### src/rtl/matmul_pkg.sv
package matmul_pkg;

  // Element and memory geometry
  localparam int DWIDTH     = 16;
  localparam int AWIDTH     = 7;
  localparam int MEM_DEPTH  = 128;
  localparam int ARRAY_SIZE = 4;

  // One matrix element, arithmetic wraps at this width
  typedef logic [DWIDTH-1:0] elem_t;

  // One memory word with one element per lane
  // Lane 0 sits in the low bits
  typedef elem_t [ARRAY_SIZE-1:0] row_t;

  // Memory address, also carries the inner dimension minus one
  typedef logic [AWIDTH-1:0] addr_t;

endpackage
### src/rtl/skew_feeder.sv
module skew_feeder #(
  parameter int LANES = matmul_pkg::ARRAY_SIZE
) (
  input  logic                  clk,
  input  logic                  reset,
  input  matmul_pkg::row_t      in_row,
  input  logic                  in_valid,
  output wire matmul_pkg::row_t out_row
);

  for (genvar lane = 0; lane < LANES; lane++) begin : g_lane
    if (lane == 0) begin : g_direct
      // Lane 0 enters the array without delay
      assign out_row[lane] = in_valid ? in_row[lane] : '0;
    end else begin : g_delay
      matmul_pkg::elem_t data_pipe [lane];
      logic              valid_pipe [lane];

      always_ff @(posedge clk) begin
        data_pipe[0] <= in_row[lane];
        for (int s = 1; s < lane; s++) begin
          data_pipe[s] <= data_pipe[s-1];
        end
      end

      // Valid travels alongside the data of this lane
      always_ff @(posedge clk) begin
        if (reset) begin
          for (int s = 0; s < lane; s++) begin
            valid_pipe[s] <= 1'b0;
          end
        end else begin
          valid_pipe[0] <= in_valid;
          for (int s = 1; s < lane; s++) begin
            valid_pipe[s] <= valid_pipe[s-1];
          end
        end
      end

      // Idle slots feed zeros so nothing leaks into the sums
      assign out_row[lane] = valid_pipe[lane-1] ? data_pipe[lane-1] : '0;
    end
  end

endmodule

### config.mk
export PLATFORM = sky130hd
export DESIGN_NAME = skew_feeder
export DESIGN_NICKNAME = d
export VERILOG_FILES = /design/src/rtl/matmul_pkg.sv /design/src/rtl/skew_feeder.sv
export SDC_FILE = /design/constraint.sdc
export NUM_CORES = 1
export LEC_CHECK = 0
export BUFFER_PORTS_ARGS = -buffer_cell sky130_fd_sc_hd__buf_2
export CORE_ASPECT_RATIO = 0.7
export CORE_UTILIZATION = 35
export DETAILED_ROUTE_END_ITERATION = 6
export PLACE_DENSITY = 0.75
export SLEW_MARGIN = 40
export SYNTH_ARGS = -nofsm -noshare
export SYNTH_HDL_FRONTEND = slang
export SYNTH_SLANG_ARGS = --single-unit
### constraint.sdc
create_clock -name clk -period 0.8 [get_ports clk]
set_input_delay 0.08 -clock clk [delete_from_list [all_inputs] [get_ports clk]]
set_output_delay 0.08 -clock clk [all_outputs]
set_load 0.02 [all_outputs]
# [Yosys cells after proc, flatten, opt, wreduce, memory -nomap -nowiden]
# Memories as Yosys holds them, arrays and structs flattened.
# Index checks and enable logic that the tools add are counted.
[totals] register_bits=0 mem_count=6 mem_bits_rw=102 in_bits=67 elab_cells=26 out_inout_bits=64
[op_classes] bitwise=5 n_reduce_logical=1 n_mux=14
[mem_list] name="g_lane[3].g_delay.data_pipe" depth=3 word_bits=16 read_ports=3 rd_ports_with_merged_regs=0 wr=3 line="skew_feeder.sv:16" text="matmul_pkg::elem_t data_pipe [lane];"
[mem_list] name="g_lane[2].g_delay.data_pipe" depth=2 word_bits=16 read_ports=2 rd_ports_with_merged_regs=0 wr=2 line="skew_feeder.sv:16"
[mem_list] name="g_lane[1].g_delay.data_pipe" depth=1 word_bits=16 read_ports=1 rd_ports_with_merged_regs=0 wr=1 line="skew_feeder.sv:16"
[mem_list] name="g_lane[3].g_delay.valid_pipe" depth=3 word_bits=1 read_ports=3 rd_ports_with_merged_regs=0 wr=3 line="skew_feeder.sv:17" text="logic valid_pipe [lane];"
[mem_list] name="g_lane[2].g_delay.valid_pipe" depth=2 word_bits=1 read_ports=2 rd_ports_with_merged_regs=0 wr=2 line="skew_feeder.sv:17"
[mem_list] name="g_lane[1].g_delay.valid_pipe" depth=1 word_bits=1 read_ports=1 rd_ports_with_merged_regs=0 wr=1 line="skew_feeder.sv:17"
[op_table] cell="16-bit 2-to-1 mux" count=4
[op_table] cell="1-bit 2-to-1 mux" count=10
[op_table] cell="1-bit bitwise OR" count=5
[op_table] cell="1-bit OR reduction" count=1

# [Longest topological paths before layout]
[logic_depth] word_depth=3 ltp_mapped=2 ltp_nobuf=1

# [Worst setup path before layout]
# OpenSTA, ideal clock, no wires.
[synth_path] kind="register to output" from="mem g_lane[3].g_delay.valid_pipe[0][0]" to="out out_row[21] (netlist name)" path_stages_with_launch=3 arrival_ns=0.721 setup_slack_ns=-0.001 n_path_buf=1 cell_sequence="dfxtp_1 -> buf_6 -> and2_1"
[synth_rtl] element="start, declared" line="skew_feeder.sv:17"
[synth_rtl] element="end, declared" line="skew_feeder.sv:8" text="output wire matmul_pkg::row_t out_row"

==> impl_metrics.csv <==
group,metric,value,unit
run_status,status,"finished, violations left",
run_status,violations,"negative setup slack",
floorplan,ios,131,
run,cap_violations,0,
synthesis,seq_area_frac_synth,0.811,
timing,fin_skew,0.00812,ns
cells_and_area,post-route-util,0.620,
global_routing,grt_max_degree,19,
timing,period_needed,1.18,ns
worst_setup_path,crit_path_max_fanout,7,
cells_and_area,fin_nets,427,
clocking,cts_made_buffers,9,
worst_setup_path,slowest_delay,0.37,ns
floorplan,die_x,102,um
synthesis,yosys_warnings,0,
routing,vias,1774,
timing,grt_setup_unrepaired,"yes",
cells_and_area,drive_gt1_frac,0.490,
routing,wl,5650,um
worst_setup_path,end_kind,"output pin",
synthesis,syn_area,2440,um^2
synthesis,synth_area_per_cell,14.4,um^2
global_routing,grt_usage,0.162,
synthesis,synth-compound-area-share,0,
synthesis,synth_adder_area_share,0,
timing,fin_ws,-0.381,ns
synthesis,synth_top_family_by_area,"simple AND/OR/NAND/NOR gates",
timing,hold_violations,0,
synthesis,syn_inst,170,
worst_hold_path,hold_class,"in2reg",
worst_setup_path,worst_ep_required_time,0.72,ns
global_routing,grt.overflow.total,0,
floorplan,start_util,0.361,
placed_design,port_buffers,130,
synthesis,ys_ff_latch,99,
power_and_ir_drop,p_per_area,2140,nW/um^2
power_and_ir_drop,p_leak,1.99,nW
cells_and_area,antenna_cells,0,
worst_setup_path,cp-start-kind,"flop",
floorplan,die-area,7320,um^2
synthesis,synthXorXnorAreaFrac,0,
timing,max_freq,847,MHz
worst_setup_path,crit_path_frequent_cell,"buf_6",
worst_setup_path,cp_slowest_cell,"dfxtp_4",
routing,route.detailed.drc,0,
timing,final-setup-viol-count,48,
routing,wl_per_cell,12.3,um
global_routing,grt_first_pass_wirelength,8600,um
clocking,cts_sinks,99,
placed_design,hpwl,3180,um
floorplan,core,6760,um^2
synthesis,synthMuxAreaShare,0,
floorplan,std_cell_rows,25,
synthesis,synth-simple-area-share,0.172,
timing,slew_viol_final,0,
clocking,clock_latency,0.35,ns
placed_design,detailed_place.area,3260,um^2
floorplan,die_y,71.9,um
worst_setup_path,worstSetupPathType,"reg2out",
routing,final_antenna_net_count,0,
cells_and_area,final_area,4190,um^2
clocking,clk_path_buf_depth,2,
global_routing,grt_pass1_vias,1816,
clocking,cts_tree,"done",
routing,first_pass_iters,3,
global_routing,antenna_found_initial,0,
clocking,cts_root_buffer,"clkbuf_8",
synthesis,synth_cell_types,5,
power_and_ir_drop,ir_drop,1.33,mV
worst_setup_path,crit_chain,"buf_6 > and2_4 > buf_6",
cells_and_area,area_delta_synth_final,71.5,%
clocking,cts.htree.levels,3,
clocking,postCtsSetupRepairBufs,0,
routing,avgViaCountPerCell,3.86,
cells_and_area,final_common_cell,"dfxtp_1",
routing,drtIter0Drc,22,
worst_setup_path,arrival,1.10,ns
placed_design,gp_congestion,0.754,
timing,slew_headroom,0.874,
clocking,clk_pin_slew_worst_paths,0.08,ns
synthesis,syn_nets,237,
timing,period_share,1.48,
timing,tightest_slew,0.189,ns
timing,tns,-16.84,ns
cells_and_area,mostFrequentLayoutCells,"dfxtp_1 (96), buf_2 (82), dlygate4sd3_1 (49)",
where the power goes:
part	switching [mW]	internal [mW]
logic	0.319	0.490
registers	0.0733	5.18
clock network	1.71	1.20
total	2.10	6.87
area by class of cell:
class,count,area (um^2)
fill,540,2570
sequential,99,1990
timing repair buffer,183,1420
multi-input combinational,67,474
clock buffer,10,128
tap,94,118
clock inverter,6,56.3
synth_stat cells:
| master | instances | area share |
|---|---|---|
| dfxtp_1 | 99 | 0.81 |
| and2_1 | 64 | 0.16 |
| buf_6 | 3 | 0.014 |
| nor2b_1 | 3 | 0.0077 |
| buf_4 | 1 | 0.0031 |
worst paths after layout:
| check | from | to | slack, ns | cells after the start |
|---|---|---|---|---|
| min | in_valid | g_lane[3].g_delay.valid_pipe[0][0] | 0.08 | 2 |
| max | g_lane[3].g_delay.valid_pipe[0][1] | out_row[43] | -0.38 | 3 |
| min reg2reg | g_lane[3].g_delay.data_pipe[0][8] | g_lane[3].g_delay.data_pipe[0][24] | 0.33 | 0 |
| max reg2reg | g_lane[3].g_delay.valid_pipe[0][0] | g_lane[3].g_delay.valid_pipe[0][1] | 0.02 | 2 |
per-stage QoR:
step / power, mW / worst slack [ns] / hold slack (ns) / cells
floorplan: 5.59 / 0.00397 / 0.108 / 170
global placement: 5.88 / -0.0490 / 0.182 / 395
detailed placement: 5.90 / -0.0631 / 0.184 / 395
CTS: 9.07 / -0.397 / 0.0572 / 459
global route: 9.40 / -0.456 / 0.0731 / 459
finish: 8.97 / -0.381 / 0.0773 / 459
state kept, by name, summed over array words and instances (netlist names):
signal                     count
g_lane.g_delay.valid_pipe      3
g_lane.g_delay.data_pipe      96
per-layer routing:
metal	track usage	up-vias	part of all wire	wire length [um]
met5	0	-	0	0
met4	0.0524	0	0.012	70
met3	0.0723	8	0.072	409
met2	0.306	71	0.53	3010
met1	0.158	799	0.38	2160
li1	-	896	-	-
kinds of logic (layout without fill, tap and decap cells):
logic type / Yosys count / in the layout
buffers and inverters: 4 / 199
flip-flops: 99 / 99
AND/OR/NAND/NOR: 67 / 67
what timing repair did:
item / in CTS / in global routing
hold buffers: 49 / 0
gates cloned: 1 / 0
setup endpoints to repair: 48 / 49
resized for setup: 101 / 5
hold endpoints to repair: 51 / 0
worst max-delay path: cells and delay by family (launching register included):
family        cells  cell delay (ns)
simple gates      1             0.14
flops             1             0.37
buf+inv           2             0.25
No activity file was read; power rests on OpenSTA's default activity.
