**config.mk**
```make
export PLATFORM = sky130hd
export DESIGN_NAME = matmul_ctrl_flat
export DESIGN_NICKNAME = d
export VERILOG_FILES = /design/src/rtl/matmul_pkg.sv /design/src/rtl/mem_port_if.sv /design/src/rtl/matmul_ctrl.sv /design/src/flat_wrapper.sv
export SDC_FILE = /design/constraint.sdc
export NUM_CORES = 1
export LEC_CHECK = 0
export ABC_AREA = 1
export BUFFER_PORTS_ARGS = -buffer_cell sky130_fd_sc_hd__buf_2
export CAP_MARGIN = 15
export CORE_AREA = 2 2 264 266
export CTS_BUF_LIST = sky130_fd_sc_hd__clkbuf_8
export CTS_CLUSTER_SIZE = 20
export DETAILED_ROUTE_END_ITERATION = 10
export DIE_AREA = 0 0 266 268
export PLACE_DENSITY_LB_ADDON = 0.2
export SYNTH_ARGS = -nofsm -noshare
export SYNTH_HDL_FRONTEND = slang
export SYNTH_SLANG_ARGS = --single-unit
```
**constraint.sdc**
```tcl
create_clock -name clk -period 1.7 [get_ports clk]
set_clock_uncertainty 0.15 [all_clocks]
set_input_delay 0.34 -clock clk [delete_from_list [all_inputs] [get_ports clk]]
set_output_delay 0.34 -clock clk [all_outputs]
set_load 0.02 [all_outputs]
```
**src/rtl/matmul_pkg.sv**
```systemverilog
package matmul_pkg;

  // Element and memory geometry
  localparam int DWIDTH     = 16;
  localparam int AWIDTH     = 7;
  localparam int MEM_DEPTH  = 128;
  localparam int ARRAY_SIZE = 4;

  // One matrix element, arithmetic wraps at this width
  typedef logic [DWIDTH-1:0] elem_t;

  // One memory word with one element per lane
  // Lane 0 sits in the low bits
  typedef elem_t [ARRAY_SIZE-1:0] row_t;

  // Memory address, also carries the inner dimension minus one
  typedef logic [AWIDTH-1:0] addr_t;

endpackage
```
**src/rtl/mem_port_if.sv**
```systemverilog
interface mem_port_if;

  matmul_pkg::addr_t addr;
  matmul_pkg::row_t  wdata;
  logic              we;
  matmul_pkg::row_t  rdata;

  // Sequencer side
  modport engine (
    output addr, wdata, we,
    input  rdata
  );

  // Memory side
  modport buffer (
    input  addr, wdata, we,
    output rdata
  );

endinterface

```
**src/rtl/matmul_ctrl.sv**
```systemverilog
module matmul_ctrl #(
  parameter int SIZE = matmul_pkg::ARRAY_SIZE
) (
  input  logic              clk,
  input  logic              reset,
  input  logic              start,
  input  matmul_pkg::addr_t inner_last,
  mem_port_if.engine        a_mem,
  mem_port_if.engine        b_mem,
  mem_port_if.engine        c_mem,
  input  matmul_pkg::row_t  acc_rows [SIZE],
  output logic              feed_valid,
  output logic              clear_acc,
  output logic              done
);

  // Last operand needs two full diagonals plus one cycle to settle
  localparam int DRAIN_CYCLES = 2 * (SIZE - 1) + 1;
  localparam int DRAIN_W      = $clog2(DRAIN_CYCLES + 1);
  localparam int ROW_W        = (SIZE > 1) ? $clog2(SIZE) : 1;

  typedef enum logic [2:0] {
    ST_IDLE,
    ST_FEED,
    ST_DRAIN,
    ST_WRITE,
    ST_FINISHED
  } state_t;

  state_t            state;
  matmul_pkg::addr_t feed_cnt;
  matmul_pkg::addr_t inner_last_q;
  logic [DRAIN_W-1:0] drain_cnt;
  logic [ROW_W-1:0]  row_cnt;
  logic              accept;
  logic              last_row;

  // Start only counts while at rest
  assign accept   = start && (state == ST_IDLE || state == ST_FINISHED);
  assign last_row = (state == ST_WRITE) && (row_cnt == ROW_W'(SIZE - 1));

  //////////////////////////////
  // Phase sequencing
  //////////////////////////////
  always_ff @(posedge clk) begin
    if (reset) begin
      state        <= ST_IDLE;
      feed_cnt     <= '0;
      inner_last_q <= '0;
      drain_cnt    <= '0;
      row_cnt      <= '0;
    end else begin
      case (state)
        ST_IDLE, ST_FINISHED: begin
          if (accept) begin
            state        <= ST_FEED;
            feed_cnt     <= '0;
            inner_last_q <= inner_last;
          end
        end
        ST_FEED: begin
          if (feed_cnt == inner_last_q) begin
            state     <= ST_DRAIN;
            drain_cnt <= '0;
          end else begin
            feed_cnt <= feed_cnt + 1'b1;
          end
        end
        ST_DRAIN: begin
          if (drain_cnt == DRAIN_W'(DRAIN_CYCLES - 1)) begin
            state   <= ST_WRITE;
            row_cnt <= '0;
          end else begin
            drain_cnt <= drain_cnt + 1'b1;
          end
        end
        ST_WRITE: begin
          if (last_row) begin
            state <= ST_FINISHED;
          end else begin
            row_cnt <= row_cnt + 1'b1;
          end
        end
        default: state <= ST_IDLE;
      endcase
    end
  end

  // Valid lags the address by the memory read cycle
  always_ff @(posedge clk) begin
    if (reset) begin
      feed_valid <= 1'b0;
      clear_acc  <= 1'b0;
      done       <= 1'b0;
    end else begin
      feed_valid <= (state == ST_FEED);
      clear_acc  <= accept;
      if (accept) begin
        done <= 1'b0;
      end else if (last_row) begin
        done <= 1'b1;
      end
    end
  end

  //////////////////////////////
  // Memory requests
  //////////////////////////////
  // Operand memories are only read by the engine
  assign a_mem.addr  = feed_cnt;
  assign a_mem.wdata = '0;
  assign a_mem.we    = 1'b0;
  assign b_mem.addr  = feed_cnt;
  assign b_mem.wdata = '0;
  assign b_mem.we    = 1'b0;

  // One C row per cycle, row r to address r
  assign c_mem.addr  = matmul_pkg::addr_t'(row_cnt);
  assign c_mem.wdata = acc_rows[row_cnt];
  assign c_mem.we    = (state == ST_WRITE);

endmodule

```
**src/flat_wrapper.sv**
```systemverilog
// flat-port wrapper written by rule: the top's interface ports become plain ports
module matmul_ctrl_flat 
#(
  parameter int SIZE = matmul_pkg::ARRAY_SIZE
)
  (clk, reset, start, inner_last, acc_rows, feed_valid, clear_acc, done, a_mem_addr, a_mem_wdata, a_mem_we, a_mem_rdata, b_mem_addr, b_mem_wdata, b_mem_we, b_mem_rdata, c_mem_addr, c_mem_wdata, c_mem_we, c_mem_rdata);
  mem_port_if a_mem_i ();
  mem_port_if b_mem_i ();
  mem_port_if c_mem_i ();
  input  logic clk;
  input  logic reset;
  input  logic start;
  input  matmul_pkg::addr_t inner_last;
  input  matmul_pkg::row_t acc_rows[SIZE];
  output logic feed_valid;
  output logic clear_acc;
  output logic done;
  output wire logic [$bits(a_mem_i.addr)-1:0] a_mem_addr;
  output wire logic [$bits(a_mem_i.wdata)-1:0] a_mem_wdata;
  output wire logic [$bits(a_mem_i.we)-1:0] a_mem_we;
  input wire logic [$bits(a_mem_i.rdata)-1:0] a_mem_rdata;
  output wire logic [$bits(b_mem_i.addr)-1:0] b_mem_addr;
  output wire logic [$bits(b_mem_i.wdata)-1:0] b_mem_wdata;
  output wire logic [$bits(b_mem_i.we)-1:0] b_mem_we;
  input wire logic [$bits(b_mem_i.rdata)-1:0] b_mem_rdata;
  output wire logic [$bits(c_mem_i.addr)-1:0] c_mem_addr;
  output wire logic [$bits(c_mem_i.wdata)-1:0] c_mem_wdata;
  output wire logic [$bits(c_mem_i.we)-1:0] c_mem_we;
  input wire logic [$bits(c_mem_i.rdata)-1:0] c_mem_rdata;
  assign a_mem_addr = a_mem_i.addr;
  assign a_mem_wdata = a_mem_i.wdata;
  assign a_mem_we = a_mem_i.we;
  assign a_mem_i.rdata = a_mem_rdata;
  assign b_mem_addr = b_mem_i.addr;
  assign b_mem_wdata = b_mem_i.wdata;
  assign b_mem_we = b_mem_i.we;
  assign b_mem_i.rdata = b_mem_rdata;
  assign c_mem_addr = c_mem_i.addr;
  assign c_mem_wdata = c_mem_i.wdata;
  assign c_mem_we = c_mem_i.we;
  assign c_mem_i.rdata = c_mem_rdata;
  matmul_ctrl #(.SIZE(SIZE)) u_core (.clk(clk), .reset(reset), .start(start), .inner_last(inner_last), .a_mem(a_mem_i), .b_mem(b_mem_i), .c_mem(c_mem_i), .acc_rows(acc_rows), .feed_valid(feed_valid), .clear_acc(clear_acc), .done(done));
endmodule
```
* After elaboration in Yosys (flattened, before gate mapping)
Index checks and enable logic that the tools add are counted.
Word-level totals: flip-flop bits (word level) 25, word-level logic and storage cells 58, input bits 458, output and inout bits 219
Cells by class: add/sub/neg operators 3, bitwise gates (word level) 1, mux-type cells 17, equality and inequality tests 14, reductions and logical operators 14, order comparisons 1
Operator list (number):
- $bmux 64 s2 | 1
- $mux 64 | 2
- $mux 3 | 6
- $mux 7 | 2
- $pmux 7 s2 | 1
- $pmux 3 s4 | 1
- $reduce_and 3->1 | 3
- $ne 2x1->1 const B | 4
- $add 7x1->7 const B | 1
- $eq 7x7->1 | 1
- $eq 3x2->1 const B | 2
- $eq 3x3->1 const B | 2
- $ne 2x2->1 const B | 3
- $pmux 3 s2 | 1
- $reduce_bool 2->1 | 3
- $mux 2 | 2
- $pmux 2 s2 | 1
- $reduce_and 4->1 | 1
- $reduce_or 2->1 | 2
- $add 3x1->3 const B | 1
- $eq 3x1->1 const B | 1
- $ge 3x3->1 const B | 1
- $logic_not 3->1 | 1
- $not 2->3 | 1
- 5 further kinds | 6

* Longest topological paths before layout
Gate-level depths: netlist of run 1.
depth after elaboration 5, gate-level depth with buffers 11, mapped depth without buffers 10

* Worst setup path before layout of run 1
Ideal clock, no wire load.
path kind register to output, from register u_core.row_cnt[0], to output c_mem_wdata[52], data required time 1.210 ns, path buffers 3, slack -0.389 ns, stages on the path, launching flop included 6, data arrival time 1.599 ns, cell sequence dfxtp_1 > buf_2 > buf_2 > clkbuf_1 > nor2_1 > o22ai_1
On the way: cells in the longest elaborated chain, start to end 4
Ends and longest elaborated chain:
- start, declared | RTL line matmul_ctrl.sv:34 | logic [ROW_W-1:0] row_cnt;
- start signal, assigned | RTL line matmul_ctrl.sv:81 | row_cnt <= row_cnt + 1'b1;
- $not 2->3 (implied by the code) | RTL line matmul_ctrl.sv:119 | assign c_mem.wdata = acc_rows[row_cnt];
- $bmux 64 s2 | RTL line matmul_ctrl.sv:119
- $mux 64 (implied by the code) (2 in series) | RTL line matmul_ctrl.sv:119
- end, declared | RTL line flat_wrapper.sv:27 | output wire logic [$bits(c_mem_i.wdata)-1:0] c_mem_wdata;
No other way between the ends. The select of a mux whose other input is x is not followed.

* Final worst setup path of run 1
from register u_core.row_cnt[0], to output c_mem_wdata[29]
Same word-level chain as after synthesis.

==> results by group, run 1 <==
Routing
  – Vias/cell: 2.97
  – Routed wire per std cell: 13.4 um
  – DR vias: 5872
  – Antenna-violating nets left: 0
  – DRT iter0 DRCs: 133
  – Drt drc: 0
  – Routed WL: 26.5 mm
  – Pre-Repair DR Iteration Count: 4

Placed design
  – Gpl congestion: 0.766
  – HPWL Detailed: 19.7 mm
  – Port bufs: 349

GRT
  – Total GRT Usage: 6.59%
  – Global route total overflow: 0
  – Largest net degree at the start of global routing: 37
  – First-pass GRT wire length: 35.4 mm
  – Initial antenna violation count: 5
  – Vias in the first global route: 5878

STA
  – Setup TNS: -20.88 ns
  – Max Clock Freq: 477 MHz
  – Final hold viol count: 0
  – Final Cycle Share: 123%
  – Final Slew Violations: 0
  – RSZ-0062 raised after global routing: true
  – Final worst slack: -0.396 ns
  – Final setup vio count: 69
  – Hold Slack: 0.113 ns
  – Final worst path period need: 2.10 ns

Yosys
  – Gate Count Post-Synth: 691
  – Syn avg cell area: 5.79 sq um
  – Yosys reg bits: 25
  – Register area share after synthesis: 12.5%
  – Synthesized cell area: 4000 sq um
  – Distinct cells, synth: 23
  – Yosys warnings: 0

Min path
  – Hold path startpoint: inner_last[2]
  – Worst Hold Path EP: u_core.inner_last_q[2]$_SDFFE_PP0P_
  – Hold crit path type: input pin to flip-flop
  – Hold path cells: 3

Clocking
  – CTS tree: yes
  – Clock latency on the worst-skew pair: 0.28 ns
  – CTS root buffer: clkbuf_8
  – Sink Count: 25
  – Clock Tree Buf Depth: 2
  – CTS Hold Bufs: 0
  – Clock slew at reported path FFs: 0.10 ns
  – H-tree depth: 1
  – CTS buffer count: 3

Power
  – Total power: 7.89 mW
  – Pleak: 4.09 nW
  – Power Density: 857 nW/um^2
  – Worst vdd ir: 348 uV

Setup path
  – Critical Path End Type: output pin
  – Slowest CP cell: dfxtp_4
  – Worst flop-to-flop path endpoint: u_core.row_cnt[0]$_SDFFE_PP0P_
  – Max incr delay on CP: 0.46 ns
  – Worst-path fanout max: 7
  – Crit path top cell by count: buf_12
  – CP required: 1.21 ns
  – Worst path bufs/invs: 5
  – Worst setup SP type: flip-flop
  – Kind of critical path: flip-flop to output pin
  – RR Startpoint: u_core.row_cnt[0]$_SDFFE_PP0P_
  – Reg2Reg Depth: 9
  – Reg2reg setup slack: -0.07 ns
  – Dominant delay contributor by cell family on the critical path: buffers and inverters
  – Crit path cell chain: inv_8, buf_12, buf_12, buf_8, o21ai_2, o22ai_2, buf_6
  – CP Data Arrival Time: 1.61 ns

Final layout
  – Number of fill cells: 7899
  – Fraction of final layout cells with drive strength greater than 1: 62.3%
  – Nets@finish: 1554
  – Layout area overhead: 130%
  – Register area: 523 sq um
  – Area taken by multi-input logic gates: 3790 sq um

Floorplan
  – Die ar.: 71300 sq um
  – CORE AREA: 68200 sq um
  – Initial Utilization: 5.86%
  – Die Y: 268 um
  – Row count: 96
  – # IOs: 677
  – Die W: 266 um

Outcome
  – Failing checks: negative setup slack
  – Run status: complete, but fails checks

Flow run
  – Max-cap violations: 0
logic make-up after synthesis:
logic type	Yosys count	share of synthesized area (%)
and+or+nand+nor	227	22.4
AOI/OAI and AO/OA	220	29.7
buffers and inverters	213	33.8
DFF	25	12.5
adders and majority gates	4	1.25
xor gates and xnor gates	1	0.219
other	1	0.0938
final cells by class:
cell class / instances / share of cell area (%)
clock buffers: 3 / 0.448
clock inverters: 1 / 0.0544
flip-flops and latches: 25 / 5.68
repair buffers: 447 / 39.3
well taps: 882 / 12.0
diodes: 1 / 0.0272
inverters: 28 / 1.36
multi-input cells: 587 / 41.1
worst register-to-register path: cells and delay by family, from the launching register on:
family,cells,cell delay [ns]
AOI/OAI and AO/OA,2,0.20
DFF,1,0.42
adders and majority gates,1,0.16
buffers and inverters,4,0.53
and+or+nand+nor,2,0.25
cell usage in the layout (no fill, tap or decap), drive strengths merged:
master  instances
nor2          147
nor3            4
buf           440
bufbuf          1
xor2            1
conb          135
nand4           2
inv            27
nand2          60
clkbuf          9
diode           1
nand3          12
o21ai         138
o21bai          1
a21oi          17
ha              4
dfxtp          25
o22ai          64
clkinv          2
nor3b           2
state kept, by name, indices dropped and copies added, names as in the netlist:
name and cells:
u_core.row_cnt 2, u_core.drain_cnt 3, u_core.clear_acc 1, u_core.state 3, u_core.feed_valid 1, u_core.done 1
u_core.a_mem.addr 7, u_core.inner_last_q 7
repair_timing:
item                                    4_1_cts  5_1_grt
gates resized for setup                     368      164
endpoints found under the setup margin       73       82
buffers inserted                             17        6
cloned                                       10        5
pin swaps                                    33       51
per-stage QoR:
stage               setup WS [ns]  util (%)  cells  cell area (sq um)
detailed placement         -0.291      10.5   1938               7140
global route               -0.461      13.5   1974               9210
finish                     -0.396      13.5   1974               9210
CTS                        -0.430      12.5   1968               8560
global placement           -0.288      10.5   1938               7140
floorplan                 -0.0209         -    825               4940
power by group:
part	leakage, nW	switching (mW)	internal [mW]	total, mW
clock network	0.0255	0.225	0.165	0.390
registers	0.210	0.112	0.695	0.807
logic	3.85	3.59	3.10	6.69
Yosys cell counts:
cell type | count | area (sq um)
nand3_1 | 10 | 50.1
clkbuf_1 | 34 | 128
o22ai_1 | 64 | 400
conb_1 | 1 | 3.75
ha_1 | 4 | 50.1
dfxtp_1 | 25 | 500
nand4_1 | 2 | 12.5
o21bai_2 | 1 | 11.3
nor2_1 | 147 | 552
xor2_1 | 1 | 8.76
nor3_1 | 4 | 20.0
buf_6 | 1 | 11.3
buf_2 | 7 | 35.0
nor3b_1 | 2 | 15.0
inv_2 | 3 | 11.3
o21ai_0 | 137 | 686
clkinv_1 | 1 | 3.75
o21ai_1 | 1 | 5.00
inv_1 | 24 | 90.1
a21oi_1 | 17 | 85.1
buf_4 | 143 | 1070
nand2_1 | 60 | 225
nand3_2 | 2 | 20.0
layer usage:
layer / GRT usage, % / part of all wire, % / vias to the layer above
met4: 1.15 / 1.7 / 6
met2: 12.2 / 51 / 290
met5: 0 / 0.15 / -
met3: 1.79 / 7.4 / 24
li1: - / - / 2856
met1: 7.64 / 40 / 2696
worst max-delay path by stage:
stage	cells after the start	endpoint	from
floorplan	6	c_mem_wdata[17]	u_core.row_cnt[0]$_SDFFE_PP0P_
global placement	4	c_mem_wdata[38]	u_core.row_cnt[0]$_SDFFE_PP0P_
detailed placement	4	c_mem_wdata[38]	u_core.row_cnt[0]$_SDFFE_PP0P_
CTS	5	c_mem_wdata[41]	u_core.row_cnt[1]$_SDFFE_PP0P_
global route	7	c_mem_wdata[14]	u_core.row_cnt[0]$_SDFFE_PP0P_
finish	7	c_mem_wdata[29]	u_core.row_cnt[0]$_SDFFE_PP0P_
No activity file was read; power rests on OpenSTA's default activity.
==> run 2: changes to the inputs <==
--- a/config.mk
+++ b/config.mk
@@ -8,12 +8,11 @@
 export ABC_AREA = 1
 export BUFFER_PORTS_ARGS = -buffer_cell sky130_fd_sc_hd__buf_2
 export CAP_MARGIN = 15
-export CORE_AREA = 2 2 264 266
+export CORE_AREA = 2 2 263 265
 export CTS_BUF_LIST = sky130_fd_sc_hd__clkbuf_8
 export CTS_CLUSTER_SIZE = 20
 export DETAILED_ROUTE_END_ITERATION = 10
-export DIE_AREA = 0 0 266 268
-export PLACE_DENSITY_LB_ADDON = 0.2
+export DIE_AREA = 0 0 265 267
 export SYNTH_ARGS = -nofsm -noshare
 export SYNTH_HDL_FRONTEND = slang
 export SYNTH_SLANG_ARGS = --single-unit
==> constraint.sdc (replaced) <==
create_clock -name clk -period 1.8 [get_ports clk]
set_clock_uncertainty 0.15 [all_clocks]
set_input_delay 0.36 -clock clk [delete_from_list [all_inputs] [get_ports clk]]
set_output_delay 0.36 -clock clk [all_outputs]
set_load 0.02 [all_outputs]
==> run 2 against run 1 <==
The flow still finishes with violations (negative setup slack). Worst setup slack improved by 0.065 ns. Die area fell by 0.75%. First-iteration DRC count rose by 44%. Largest power group unchanged. Highest routed layer unchanged. Register-to-register slack improved by 0.20 ns. Critical path type unchanged.
==> results by group, run 2 (synthesized netlist as in run 1, its figures left out) <==
Outcome
  – Run status: complete, but fails checks
  – Failing checks: negative setup slack

Placed design
  – Port bufs: 349
  – Gpl congestion: 0.868
  – HPWL Detailed: 22.9 mm

STA
  – Final Cycle Share: 118%
  – Max Clock Freq: 469 MHz
  – RSZ-0062 raised after global routing: true
  – Hold Slack: 0.133 ns
  – Final hold viol count: 0
  – Final worst path period need: 2.13 ns
  – Final setup vio count: 64
  – Final Slew Violations: 0
  – Final worst slack: -0.331 ns

Floorplan
  – CORE AREA: 68000 sq um
  – Die W: 265 um
  – Row count: 96
  – Die ar.: 70800 sq um
  – Initial Utilization: 5.88%
  – # IOs: 677
  – Die Y: 267 um

Routing
  – Routed WL: 27.6 mm
  – Drt drc: 0
  – DRT iter0 DRCs: 192
  – Antenna-violating nets left: 0
  – Routed wire per std cell: 14.3 um
  – DR vias: 5765
  – Vias/cell: 2.98
  – Pre-Repair DR Iteration Count: 6

Clocking
  – CTS buffer count: 3
  – CTS tree: yes
  – Sink Count: 25
  – Clock slew at reported path FFs: 0.09 ns
  – Clock latency on the worst-skew pair: 0.27 ns
  – Clock Tree Buf Depth: 2
  – H-tree depth: 1
  – CTS root buffer: clkbuf_8

Final layout
  – Commonest non-fill, non-tap cell in the layout: buf_2
  – Layout area overhead: 96.7%
  – Most frequent cells in the layout: buf_2 (291), conb_1 (135), nor2_1 (132)
  – Nets@finish: 1511
  – Fraction of final layout cells with drive strength greater than 1: 49.9%
  – Core Util, Final: 11.6%

Power
  – Worst vdd ir: 472 uV
  – Power Density: 826 nW/um^2
  – Pleak: 3.64 nW

Min path
  – Hold crit path type: input pin to flip-flop

Flow run
  – Max-cap violations: 0

Setup path
  – CP Data Arrival Time: 1.62 ns
  – Critical Path End Type: output pin
  – Worst-path fanout max: 23
  – Worst setup SP type: flip-flop
  – Kind of critical path: flip-flop to output pin
  – CP required: 1.29 ns

GRT
  – Initial antenna violation count: 15
  – First-pass GRT wire length: 35.5 mm
  – Global route total overflow: 0
  – Largest net degree at the start of global routing: 38
  – Vias in the first global route: 5128
  – Total GRT Usage: 7.08%
==> run 2: cell count changes in the layout (fill, tap and decap cells not counted), moves of 12 or more <==
cell     before  now
nor2_2       45   14
o21ai_4      15    2
o21ai_2      52   21
buf_4        36   55
nor2_1       86  132
nor2_4       16    1
buf_6        79   29
o21ai_0      20   55
buf_8        12    0
==> run 2: final cells by class <==
type | count | area (sq um)
Antenna cell | 7 | 17.5
Clock inverter | 1 | 3.75
Tap cell | 882 | 1100
Multi-Input combinational cell | 587 | 3210
Clock buffer | 3 | 41.3
Timing Repair Buffer | 404 | 2860
Sequential cell | 25 | 509
Fill cell | 7939 | 60100
Inverter | 28 | 124
==> run 2: final timing paths <==
kind              slack, ns  depth (start not counted)                                   to                         startpoint
setup / recovery      -0.33                          6                       c_mem_wdata[1]     u_core.row_cnt[0]$_SDFFE_PP0P_
hold / removal         0.13                          3  u_core.inner_last_q[0]$_SDFFE_PP0P_                      inner_last[0]
setup reg to reg       0.13                         10     u_core.drain_cnt[1]$_SDFFE_PP0P_  u_core.a_mem.addr[6]$_SDFFE_PP0P_
hold reg to reg        0.31                          2             u_core.done$_SDFFE_PP0P_           u_core.done$_SDFFE_PP0P_
==> run 2: where the power goes <==
part	switching, mW	total [mW]	internal [mW]
Combinational	3.20	5.43	2.23
Sequential	0.0878	0.733	0.645
Clock	0.183	0.336	0.153
==> run 2: repair_timing <==
item,4_1_cts,5_1_grt
setup endpoints to repair,64,76
pin swaps,10,2
cloned,7,1
hold endpoints to repair,0,0
buffers inserted,7,0
hold buffers,0,0
resized for setup,177,46
==> run 2: per-layer routing <==
layer  global-route usage, %  vias to the layer above  part of all wire (%)
met5                       0                        -                  0.29
met4                    2.03                       12                   3.0
met3                    3.18                       46                    12
met2                    11.8                      372                    45
met1                    8.14                     2565                    41
li1                        -                     2770                     -
==> run 2: critical path: stages (launching register included) <==
cell,delay (ns)
dfxtp_4,0.36
buf_12,0.15
inv_16,0.13
buf_12,0.18
nor2_1,0.07
o22ai_2,0.21
buf_4,0.18
==> run 2: through the flow <==
stage | instance area (sq um) | total power [mW] | setup slack (ns) | TNS (ns) | std cells
2_1_floorplan | 4910 | 3.50 | 0.00633 | 0 | 825
3_3_place_gp | 7050 | 5.38 | -0.223 | -6.35 | 1911
3_5_place_dp | 7050 | 5.39 | -0.200 | -6.25 | 1911
4_1_cts | 7710 | 6.49 | -0.323 | -17.55 | 1929
5_1_grt | 7860 | 7.02 | -0.377 | -20.48 | 1935
6_report | 7870 | 6.50 | -0.331 | -16.81 | 1937
==> run 3: changes to the inputs <==
--- a/config.mk
+++ b/config.mk
@@ -13,6 +13,8 @@
 export CTS_CLUSTER_SIZE = 20
 export DETAILED_ROUTE_END_ITERATION = 10
 export DIE_AREA = 0 0 265 267
+export SETUP_SLACK_MARGIN = 0.02
+export SKIP_LAST_GASP = 1
 export SYNTH_ARGS = -nofsm -noshare
 export SYNTH_HDL_FRONTEND = slang
 export SYNTH_SLANG_ARGS = --single-unit
==> run 3 against run 2 <==
The flow still finishes with violations (negative setup slack). First-iteration DRC count increased by 9.4%. Sequential share of layout area hardly changed. Worst setup slack improved by 0.0038 ns. Sequential power is essentially flat. Non-clock buffer count up 1. Sequential cell count stayed put. Combinational power about the same. Critical path type unchanged. Largest cell class unchanged.
==> results by group, run 3 (synthesized netlist as in run 1, its figures left out) <==
STA
  – Final Slew Violations: 0
  – Final setup vio count: 64
  – Final hold viol count: 0
  – RSZ-0062 raised after global routing: true
  – Final worst slack: -0.327 ns
  – Max Clock Freq: 470 MHz
  – Final worst path period need: 2.13 ns
  – Final Cycle Share: 118%

Floorplan
  – Die W: 265 um
  – Row count: 96
  – CORE AREA: 68000 sq um
  – Die ar.: 70800 sq um
  – Die Y: 267 um
  – Initial Utilization: 5.88%
  – # IOs: 677

Final layout
  – Fraction of final layout cells with drive strength greater than 1: 49.7%
  – Non-Filler Cell Area, Final: 7850 sq um
  – Nets@finish: 1512
  – Layout area overhead: 96.3%
  – Core Util, Final: 11.5%
  – Most frequent cells in the layout: buf_2 (301), nor2_1 (137), conb_1 (135)
  – Commonest non-fill, non-tap cell in the layout: buf_2
  – Number of fill cells: 7945

Power
  – Worst vdd ir: 468 uV
  – Pleak: 3.64 nW
  – Power Density: 824 nW/um^2

Routing
  – Routed WL: 27.9 mm
  – Pre-Repair DR Iteration Count: 4
  – DRT iter0 DRCs: 210
  – DR vias: 5773
  – Vias/cell: 2.98
  – Drt drc: 0
  – Antenna-violating nets left: 0
  – Routed wire per std cell: 14.4 um

Clocking
  – CTS Hold Bufs: 0
  – CTS buffer count: 3
  – CTS tree: yes
  – Clock latency on the worst-skew pair: 0.27 ns
  – Clock slew at reported path FFs: 0.09 ns
  – Clock Tree Buf Depth: 2
  – CTS root buffer: clkbuf_8
  – H-tree depth: 1
  – Sink Count: 25

Setup path
  – CP Data Arrival Time: 1.62 ns
  – Critical Path End Type: output pin
  – Slowest CP cell: dfxtp_4
  – Worst setup SP type: flip-flop
  – RR Startpoint: u_core.a_mem.addr[0]$_SDFFE_PP0P_
  – Crit path cell chain: buf_12, inv_16, buf_12, nor2_1, o22ai_2, buf_4
  – Max incr delay on CP: 0.36 ns
  – Worst-path fanout max: 23
  – Crit path top cell by count: buf_12
  – Reg2reg setup slack: 0.16 ns
  – CP required: 1.29 ns
  – Kind of critical path: flip-flop to output pin
  – Setup crit start: u_core.row_cnt[0]$_SDFFE_PP0P_
  – Reg2Reg Depth: 8

Placed design
  – HPWL Detailed: 22.9 mm
  – Gpl congestion: 0.868
  – DP Area: 7050 sq um
  – Port bufs: 349

Min path
  – Hold crit path type: input pin to flip-flop
  – Hold path startpoint: inner_last[0]
  – Hold path cells: 3

GRT
  – Total GRT Usage: 7.07%
  – Largest net degree at the start of global routing: 38
  – Vias in the first global route: 5129
  – Initial antenna violation count: 16
  – Global route total overflow: 0
  – First-pass GRT wire length: 35.5 mm

Outcome
  – Failing checks: negative setup slack
  – Run status: complete, but fails checks

Flow run
  – Max-cap violations: 0
==> run 3: metal layers <==
metal	up-vias	share of wire, %	global-route usage, %
li1	2778	-	-
met1	2559	40	8.13
met2	375	45	11.8
met3	49	12	3.18
met4	12	3.0	2.03
met5	-	0.25	0
==> run 3: worst max-delay path, delay by kind of cell (launching register included) <==
family	cells	cell delay, ns
compound gates	1	0.21
buf+inv	4	0.64
flops	1	0.36
simple gates	1	0.07
==> run 3: what timing repair did <==
| item | CTS | global route |
|---|---|---|
| gates resized for setup | 155 | 50 |
| gates cloned | 7 | 2 |
| setup buffers | 7 | 0 |
| setup endpoints to repair | 65 | 80 |
| pin swaps | 9 | 5 |
==> run 3: power by group <==
group	internal (mW)	switching, mW
Combinational	2.20	3.21
Clock	0.153	0.180
Sequential	0.645	0.0883
Total	2.99	3.47
==> run 3: final cells by class <==
cell class                      count  area, sq um  area share [%]
Multi-Input combinational cell    587         3190            40.7
Timing Repair Buffer              405         2850            36.3
Tap cell                          882         1100            14.1
Sequential cell                    25          510            6.51
Inverter                           28          124            1.58
Clock buffer                        3         41.3           0.526
Antenna cell                        8         20.0           0.255
Clock inverter                      1         3.75          0.0478
==> run 3: worst paths after layout <==
kind	to
min	u_core.inner_last_q[0]$_SDFFE_PP0P_
min reg2reg	u_core.done$_SDFFE_PP0P_
max	c_mem_wdata[1]
max reg2reg	u_core.a_mem.addr[6]$_SDFFE_PP0P_
==> run 3: through the flow <==
stage          hold WS, ns  cells  setup WS, ns  power [mW]  TNS, ns
3_5_place_dp         0.301   1911        -0.200        5.39    -6.25
5_1_grt              0.148   1937        -0.379        6.99   -20.61
4_1_cts              0.132   1929        -0.323        6.43   -17.77
3_3_place_gp         0.292   1911        -0.223        5.38    -6.35
2_1_floorplan        0.291    825       0.00633        3.50        0
6_report             0.137   1939        -0.327        6.47   -16.97
